### src/spim_pkg.sv
// LANE_W is fixed at 2 here and must match log2 of the NUM_LANES chosen at spim_top
package spim_pkg;

  //////////////////////////////////////////////////
  // Sizes and reset values
  //////////////////////////////////////////////////

  // Lane index width, sized for four lanes
  localparam int LANE_W = 2;

  // Divider after reset gives a 2 cycle sck half-period
  localparam logic [7:0] DEFAULT_DIV = 8'd1;

  //////////////////////////////////////////////////
  // Command and response types
  //////////////////////////////////////////////////

  // One bit command kind
  typedef enum logic {
    KIND_DATA = 1'b0,
    KIND_CFG  = 1'b1
  } spim_kind_e;

  // Same 8 bits, read per kind
  // clk_div is the half-period in clk cycles minus one
  typedef union packed {
    logic [7:0] data_byte;
    logic [7:0] clk_div;
  } spim_payload_u;

  // What a lane FIFO holds, 9 bits
  typedef struct packed {
    spim_kind_e    kind;
    spim_payload_u payload;
  } spim_entry_t;

  // Incoming command with lane select, 11 bits
  typedef struct packed {
    logic [LANE_W-1:0] lane;
    spim_entry_t       entry;
  } spim_cmd_t;

  // Received byte tagged with its lane, 10 bits
  typedef struct packed {
    logic [LANE_W-1:0] lane;
    logic [7:0]        data;
  } spim_rsp_t;

endpackage

### src/spim_fifo.sv
// No overflow or underflow guard, so callers must honour ready and valid; FIFO_DEPTH is 2**ADDR_WIDTH
module spim_fifo #(
  parameter int DATA_WIDTH = 9,
  parameter int ADDR_WIDTH = 2,
  parameter int FIFO_DEPTH = 4
) (
  input  logic                  clk,
  input  logic                  rstn,
  // Write side
  input  logic                  wr_en,
  input  logic [DATA_WIDTH-1:0] din,
  output logic                  ready,
  // Read side
  input  logic                  rd_en,
  output logic [DATA_WIDTH-1:0] dout,
  output logic                  valid
);

  logic [DATA_WIDTH-1:0] mem [FIFO_DEPTH];
  logic [ADDR_WIDTH-1:0] wptr;
  logic [ADDR_WIDTH-1:0] rptr;
  logic [ADDR_WIDTH:0]   status_cnt;
  logic [ADDR_WIDTH:0]   cnt_nxt;
  logic                  full;
  logic                  empty;

  //////////////////////////////////////////////////
  // Pointers
  //////////////////////////////////////////////////

  // Pointers wrap naturally at the depth
  always_ff @(posedge clk) begin
    if (!rstn) begin
      wptr <= '0;
      rptr <= '0;
    end else begin
      if (wr_en) begin
        wptr <= wptr + 1'b1;
      end
      if (rd_en) begin
        rptr <= rptr + 1'b1;
      end
    end
  end

  //////////////////////////////////////////////////
  // Occupancy and flags
  //////////////////////////////////////////////////

  // Next fill level, unchanged on simultaneous read and write
  always_comb begin
    cnt_nxt = status_cnt;
    if (wr_en && !rd_en) begin
      cnt_nxt = status_cnt + 1'b1;
    end else if (rd_en && !wr_en) begin
      cnt_nxt = status_cnt - 1'b1;
    end
  end

  // Flags registered from the next count
  always_ff @(posedge clk) begin
    if (!rstn) begin
      status_cnt <= '0;
      full       <= 1'b0;
      empty      <= 1'b1;
    end else begin
      status_cnt <= cnt_nxt;
      full       <= (cnt_nxt == FIFO_DEPTH);
      empty      <= (cnt_nxt == 0);
    end
  end

  assign ready = !full;
  assign valid = !empty;

  //////////////////////////////////////////////////
  // Storage
  //////////////////////////////////////////////////

  always_ff @(posedge clk) begin
    if (wr_en) begin
      mem[wptr] <= din;
    end
  end

  // Head of queue, no read latency
  assign dout = mem[rptr];

endmodule

### src/spim_lane.sv
// SPI mode 0 only, one byte per cs_n frame; divider changes apply between transfers only
module spim_lane import spim_pkg::*; #(
  parameter int FIFO_DEPTH = 4,
  parameter int FIFO_AW    = 2
) (
  input  logic        clk,
  input  logic        rstn,
  // Command write port
  input  logic        wr_en,
  input  spim_entry_t wr_entry,
  output logic        wr_ready,
  // SPI pins
  output logic        sck,
  output logic        cs_n,
  output logic        mosi,
  input  logic        miso,
  // Receive holding register
  output logic        rx_valid,
  output logic [7:0]  rx_data,
  input  logic        rx_ready
);

  typedef enum logic [1:0] {
    ST_IDLE,
    ST_LOW,
    ST_HIGH,
    ST_GAP
  } lane_state_e;

  lane_state_e state;
  spim_entry_t head;
  logic        head_valid;
  logic        pop;
  logic        half_done;
  logic [7:0]  div_q;
  logic [7:0]  half_cnt;
  logic [7:0]  tx_shift;
  logic [7:0]  rx_shift;
  logic [2:0]  bit_cnt;

  //////////////////////////////////////////////////
  // Command queue
  //////////////////////////////////////////////////

  spim_fifo #(
    .DATA_WIDTH ($bits(spim_entry_t)),
    .ADDR_WIDTH (FIFO_AW),
    .FIFO_DEPTH (FIFO_DEPTH)
  ) cmd_fifo (
    .clk   (clk),
    .rstn  (rstn),
    .wr_en (wr_en),
    .din   (wr_entry),
    .ready (wr_ready),
    .rd_en (pop),
    .dout  (head),
    .valid (head_valid)
  );

  // Config pops freely when idle
  // data waits for an empty holding register
  assign pop = (state == ST_IDLE) && head_valid &&
               ((head.kind == KIND_CFG) || !rx_valid);

  // End of a half-period
  assign half_done = (half_cnt == div_q);

  // MSB first, shift register emptied to zero after the last bit
  assign mosi = tx_shift[7];

  //////////////////////////////////////////////////
  // Shift engine
  //////////////////////////////////////////////////

  always_ff @(posedge clk) begin
    if (!rstn) begin
      state    <= ST_IDLE;
      sck      <= 1'b0;
      cs_n     <= 1'b1;
      div_q    <= DEFAULT_DIV;
      tx_shift <= '0;
      half_cnt <= '0;
      bit_cnt  <= '0;
      rx_valid <= 1'b0;
    end else begin
      // Collector takes the byte
      if (rx_valid && rx_ready) begin
        rx_valid <= 1'b0;
      end
      case (state)
        ST_IDLE: begin
          if (pop && (head.kind == KIND_CFG)) begin
            div_q <= head.payload.clk_div;
          end else if (pop) begin
            state    <= ST_LOW;
            cs_n     <= 1'b0;
            tx_shift <= head.payload.data_byte;
            half_cnt <= '0;
            bit_cnt  <= '0;
          end
        end
        // sck low, mosi already set up
        ST_LOW: begin
          if (half_done) begin
            state    <= ST_HIGH;
            sck      <= 1'b1;
            half_cnt <= '0;
          end else begin
            half_cnt <= half_cnt + 8'd1;
          end
        end
        ST_HIGH: begin
          if (half_done) begin
            sck      <= 1'b0;
            half_cnt <= '0;
            tx_shift <= {tx_shift[6:0], 1'b0};
            if (bit_cnt == 3'd7) begin
              // Byte done, release cs_n and hand over the byte
              state    <= ST_GAP;
              cs_n     <= 1'b1;
              rx_valid <= 1'b1;
            end else begin
              state   <= ST_LOW;
              bit_cnt <= bit_cnt + 3'd1;
            end
          end else begin
            half_cnt <= half_cnt + 8'd1;
          end
        end
        // One cycle here plus the pop cycle keeps cs_n high for 2
        ST_GAP: begin
          state <= ST_IDLE;
        end
        default: begin
          state <= ST_IDLE;
        end
      endcase
    end
  end

  //////////////////////////////////////////////////
  // Receive path
  //////////////////////////////////////////////////

  always_ff @(posedge clk) begin
    // Sample on the edge where sck rises
    if ((state == ST_LOW) && half_done) begin
      rx_shift <= {rx_shift[6:0], miso};
    end
    // Load holding register as cs_n rises
    if ((state == ST_HIGH) && half_done && (bit_cnt == 3'd7)) begin
      rx_data <= rx_shift;
    end
  end

endmodule

### config.mk
export PLATFORM = sky130hd
export DESIGN_NAME = spim_lane
export DESIGN_NICKNAME = d
export VERILOG_FILES = /design/src/spim_pkg.sv /design/src/spim_fifo.sv /design/src/spim_lane.sv
export SDC_FILE = /design/constraint.sdc
export NUM_CORES = 1
export LEC_CHECK = 0
export ABC_CLOCK_PERIOD_IN_PS = 2400
export BUFFER_PORTS_ARGS = -buffer_cell sky130_fd_sc_hd__buf_2
export CAP_MARGIN = 20
export CORE_MARGIN = 4
export CORE_UTILIZATION = 45
export CTS_CLUSTER_SIZE = 40
export DETAILED_ROUTE_END_ITERATION = 6
export PLACE_DENSITY = 0.73
export SKIP_LAST_GASP = 1
export SYNTH_ARGS = -nofsm -noshare
export SYNTH_HDL_FRONTEND = slang
export SYNTH_SLANG_ARGS = --single-unit
### constraint.sdc
create_clock -name clk -period 2.4 [get_ports clk]
set_clock_uncertainty 0.05 [all_clocks]
set_input_delay 0.24 -clock clk [delete_from_list [all_inputs] [get_ports clk]]
set_output_delay 0.24 -clock clk [all_outputs]
set_load 0.05 [all_outputs]
==> results.toml, run 1 <==
[sta]
worst_pin_slew_ns = 0.568
finalSetupViolations = 0
finalCritPeriodShare_pct = 92.9
setup_ws_ns = 0.169
grt_setup_unrepaired = "no"
min_period_ns = 2.23
slew_violations = 0
hold_viol_final = 0
timing.fmax_mhz = 448
slew_headroom_pct = 61.9

[drt]
drtIter0Drc = 74
vias = 2381
wl_per_cell_um = 14.7
dr_wl_met3_um = 294
m1WireLength_um = 3150
wl_um = 6750
dr_wl_met2_um = 3240
route.top_layer_used = "met4"
drtPass1Iterations = 4
antenna_left = 0
vias_per_cell = 5.19
drc_errors = 0

[cts]
cts_buffer_depth = 2
path_clk_slew_ns = 0.10
cts_sinks = 95
worstSkewPairLatency_ns = 0.35
cts_root_buffer = "clkbuf_8"
numCtsBuffers = 9
cts_tree = "built"
cts_setup_buffers = 0
htreeDepth = 3

[die]
core_mm2 = 0.00868
die_w_um = 102
initial_core_util_pct = 46.2
pin_count = 27
die_h_um = 102
rows = 34
die-area_mm2 = 0.0105

[worst_setup_path]
crit_fanout = 8
r2r_start = "state[0]"
timing.rr.end = "tx_shift[5]"
r2r_setup_slack_ns = 0.17
critPathArrivalTime_ns = 2.43
path_cells = "inv_1, ha_2, or3b_1, o22ai_2, nand2b_4, nor2_1, buf_4, a311oi_1"
path_buf_inv = 2
slowest_delay_ns = 0.40
crit_family = "simple AND/OR/NAND/NOR gates"
required_ns = 2.60
critPathSlowestCell = "or3b_1"
critPathLaunchType = "flop"
critical_path_class = "flop to flop"
endpoint_kind = "flop"
r2r_cells = 8

[yosys]
async_flop_share_pct = 0
ys_warn_count = 0
ys_ff_latch = 95
postSynthCellCount = 309
syn_area_mm2 = 0.00401
syn_area_per_cell_um2 = 13.0
synthTopCellsByCount = "52 x edfxtp_1, 43 x dfxtp_1, 30 x nand2_1, 27 x nor2_1, 16 x mux2i_1"
synth_most_common_cell = "edfxtp_1"
syn-num-nets = 336
synth_cell_types = 52
synth_ff_type = "edfxtp_1"
yosysSeqAreaShare_pct = 60.4
netlist.area_leader.share_pct = 38.9
yosysTopAreaCell = "edfxtp_1"
synth_edf_count = 52
synth.top_cells.by_area = "edfxtp_1 39%, dfxtp_1 21%, mux4_2 4.5%"

[power]
peakVddDrop_mv = 0.548
p_total_mw = 4.89
power-per-cell-area_mw_per_mm2 = 1080
p_leak_nw = 1.64

[status]
status = "finished, final reports clean"

[cells_and_area]
area_delta_synth_final_pct = 12.5
fin_util_pct = 52.0
fin_area_mm2 = 0.00451
final_cells = 459
finalNetCount = 373
antennaDiodeCount = 0
drive_gt1_share_pct = 21.1

[min_path]
min_path_cells = 1
hp-class = "input port to flop"
holdCritStartpoint = "wr_entry[7]"
hold_end = "cmd_fifo.mem[1][7]"

[grt]
grt_pass1_vias = 2373
grt_pass1_wl_um = 11600
grt_usage_pct = 14.3
grt_max_degree = 29
grt_overflow = 0
antenna_found_initial = 0

[place]
pre_cts_ws_ns = -0.0320
dpl-instance-area_mm2 = 0.00429
place_congestion = 0.820
dp.cells = 442
place_hpwl_um = 4870
io_buffers = 26

[flow_run]
cap_violations = 0
[power by group]
part	internal [mW]	total, mW	switching [mW]	leakage [nW]
combinational	0.799	1.82	1.02	0.722
clock	0.397	0.981	0.584	0.0867
sequential	1.95	2.09	0.147	0.826
[state kept, by name, summed over array words and instances (netlist names), 2 cells and up, named ones only]
| signal | cells |
|---|---|
| cmd_fifo.wptr | 2 |
| rx_data | 8 |
| rx_shift | 8 |
| bit_cnt | 3 |
| cmd_fifo.rptr | 2 |
| half_cnt | 8 |
| tx_shift | 8 |
| div_q | 8 |
| cmd_fifo.status_cnt | 3 |
| cmd_fifo.mem | 36 |
| state | 2 |
[kinds of logic after synthesis]
family,Yosys count,synth area share (%)
AND/OR/NAND/NOR,96,12.0
flip-flops,95,60.4
buffers and inverters,21,2.46
XOR/XNOR,20,4.37
multiplexers,27,9.33
adder cells (fa/ha/maj),13,4.06
AO/OA/AOI/OAI,37,7.39
[layout by cell type (no fill, tap or decap), drive strengths merged, types with 3 or more instances in the layout]
cell type / netlist / routed
a311oi: 8 / 8
buf: 6 / 37
nand3: 5 / 5
inv: 9 / 11
nor2: 27 / 27
nor3b: 4 / 4
edfxtp: 52 / 52
mux4: 8 / 8
ha: 13 / 13
and2: 6 / 6
clkbuf: 6 / 9
mux2: 3 / 3
mux2i: 16 / 16
o221ai: 3 / 3
nand4: 7 / 7
o21ai: 3 / 3
clkinvlp: 0 / 3
nand2: 30 / 30
and3: 3 / 3
a21oi: 9 / 9
xnor2: 11 / 11
nand2b: 4 / 4
xor2: 9 / 9
dfxtp: 43 / 43
[worst register-to-register path, delay by kind of cell, from the launching register on]
kind | cells | cell delay (ns)
adders and majority gates | 1 | 0.25
and+or+nand+nor | 3 | 0.66
AOI/OAI and AO/OA | 2 | 0.51
buffers and inverters | 2 | 0.31
DFF | 1 | 0.34
[timing repair]
action / 4_1_cts / 5_1_grt
hold buffers: 1 / 0
endpoints found under the hold margin: 1 / 0
cloned: 0 / 0
gates resized for setup: 1 / 3
setup endpoints to repair: 1 / 4
[through the flow]
stage | hold slack (ns) | setup TNS, ns
6_report | 0.0454 | 0
3_3_place_gp | 0.352 | 0
5_1_grt | 0.0310 | 0
2_1_floorplan | 0.289 | 0
4_1_cts | 0.0285 | 0
3_5_place_dp | 0.362 | -0.0320
[how the worst max path moves through the flow]
stage / from / to / slack [ns] / cells past startpoint
after global routing: state[0] / cmd_fifo.full / 0.004 / 8
after detailed placement: state[0] / tx_shift[5] / -0.03 / 7
final: state[0] / tx_shift[5] / 0.17 / 8
after global placement: state[0] / bit_cnt[0] / 0.16 / 7
after CTS: state[0] / tx_shift[5] / 0.03 / 8
after floorplan: state[0] / cmd_fifo.full / 0.24 / 7
[routing by layer]
metal	GRT usage (%)	vias to the layer above
met2	23.4	41
met3	2.73	6
met5	0	-
li1	-	1207
met4	5.15	0
met1	18.9	1127
[layout make-up]
type	count	area, um^2
inverter	9	33.8
fill	740	4170
tap	108	135
clock inverter	7	67.6
sequential	95	2420
timing repair buffer	38	223
clock buffer	9	124
multi-input combinational	193	1510
No activity file was read; power rests on OpenSTA's default activity.
==> run 2, diff against run 1 <==
- ABC_CLOCK_PERIOD_IN_PS: 2400 -> 1810
- PLACE_DENSITY: 0.73 -> 0.76
- clock period: 2.4 -> 1.81 ns (I/O delays scaled with it)
==> run 2 against run 1 <==
  * The run now ends with setup timing left
  * Via count is 11% higher
  * Combinational power is 70% higher
  * Core utilization is 5.2 points higher
  * Critical path type unchanged
==> results.toml, run 2 (synthesized netlist as in run 1, its figures left out) <==
[worst_setup_path]
critPathLaunchType = "flop"
critical_path_class = "flop to flop"
endpoint_kind = "flop"
critPathSlowestCell = "or3_1"
slowest_delay_ns = 0.38
crit_fanout = 4
path_cells = "inv_2, buf_4, buf_4, ha_2, inv_2, o31a_1, or3_1, a221o_1"
required_ns = 2.02
critPathArrivalTime_ns = 2.22

[cells_and_area]
area_delta_synth_final_pct = 23.8
final_common_cell = "edfxtp_1"
largest-register = "cmd_fifo.mem"
drive_gt1_share_pct = 31.4
antennaDiodeCount = 0
finalNetCount = 414
final_cells = 500
layout_common_cells = "52 x edfxtp_1, 40 x dfxtp_1, 37 x buf_4"
largest_reg_flops = 36
fill_cells = 702

[place]
place_congestion = 0.790
place_hpwl_um = 5340
io_buffers = 26
dp.cells = 469

[sta]
hold_viol_final = 0
slew_violations = 0
worst_pin_slew_ns = 0.490
finalCritPeriodShare_pct = 111
finalSetupViolations = 35
timing.fmax_mhz = 499
setup_ws_ns = -0.195
grt_setup_unrepaired = "yes"
min_period_ns = 2.00
slew_headroom_pct = 67.3

[status]
status = "finished, violations left"
violations = "setup timing"

[cts]
numCtsBuffers = 9
cts_buffer_depth = 2
cts_tree = "built"
htreeDepth = 3
path_clk_slew_ns = 0.09
cts_sinks = 95
cts_root_buffer = "clkbuf_8"
worstSkewPairLatency_ns = 0.37

[power]
sw_frac_of_total_pct = 35.8
peakVddDrop_mv = 0.703
clkPwrFrac_pct = 18.8
seq_power_share_pct = 38.5
p_leak_nw = 1.86
p_switching_mw = 2.59
p_total_mw = 7.22
intPower_mw = 4.64
power-per-cell-area_mw_per_mm2 = 1450
power_frac_comb_pct = 42.8

[drt]
wl_um = 7510
antenna_left = 0
drc_errors = 0
drtIter0Drc = 96
vias = 2649
wl_per_cell_um = 15.0
drtPass1Iterations = 5
vias_per_cell = 5.30

[grt]
grt_usage_pct = 15.5
grt_pass1_vias = 2669
grt_pass1_wl_um = 12500
antenna_found_initial = 0
grt_overflow = 0
grt_max_degree = 20

[die]
die_h_um = 102
core_mm2 = 0.00868
initial_core_util_pct = 46.2
pin_count = 27
die-area_mm2 = 0.0105
rows = 34
die_w_um = 102

[flow_run]
cap_violations = 0

[min_path]
hp-class = "input port to flop"
## run 2: path summary, 6_finish.rpt
kind / startpoint / to / slack [ns] / cells past startpoint
worst min-delay path: rx_ready / rx_valid / 0.07 / 3
worst max register to register: state[0] / cs_n / -0.19 / 8
worst max-delay path: state[0] / cs_n / -0.19 / 8
worst min register to register: rx_shift[7] / rx_data[7] / 0.38 / 0
## run 2: cell type report
class                   instances  area, um^2  share of cell area (%)
inverters                       9        33.8                   0.680
repair buffers                 79         569                    11.5
clock buffers                   9         124                    2.49
clock inverters                 7        73.8                    1.49
well taps                     108         135                    2.72
flip-flops and latches         95        2430                    48.9
multi-input cells             193        1600                    32.3
## run 2: routing by layer
metal / global-route usage (%) / routed length [um] / vias up
met3: 4.30 / 337 / 13
met2: 26.0 / 3760 / 62
met5: 0 / 0 / -
met4: 6.36 / 154 / 0
li1: - / - / 1293
met1: 18.9 / 3260 / 1281
## run 2: power groups by stage
stage,logic [mW],registers (mW),clock network [mW]
final,3.09,2.78,1.35
after global placement,2.71,2.81,0
after global routing,3.36,2.81,1.48
after CTS,2.87,2.78,1.40
after detailed placement,2.79,2.82,0
after floorplan,1.91,2.86,0
## run 2: repair_timing
| item | CTS | global route |
|---|---|---|
| setup endpoints to repair | 36 | 47 |
| hold endpoints to repair | 37 | 0 |
| pin swaps | 2 | 7 |
| hold buffers | 10 | 0 |
| gates cloned | 0 | 1 |
| setup buffers | 2 | 2 |
| gates resized for setup | 4 | 20 |
## run 2: through the flow
stage                     TNS, ns  area, um^2  hold slack, ns  setup WS, ns  utilization (%)
after CTS                   -3.33        4860          0.0532        -0.160             56.0
after global routing        -6.86        4960          0.0800        -0.272             57.2
after detailed placement    -6.71        4530           0.312        -0.393             52.2
after floorplan             -2.04        4050           0.230        -0.172                -
after global placement      -5.34        4530           0.311        -0.355             52.2
final                       -3.40        4960          0.0696        -0.195             57.2
## run 2: critical path: cells and delay by family, from the launching register on
family,cells,cell delay [ns]
adders and majority gates,1,0.20
AOI/OAI and AO/OA,2,0.58
DFF,1,0.34
buffers and inverters,4,0.36
and+or+nand+nor,1,0.38
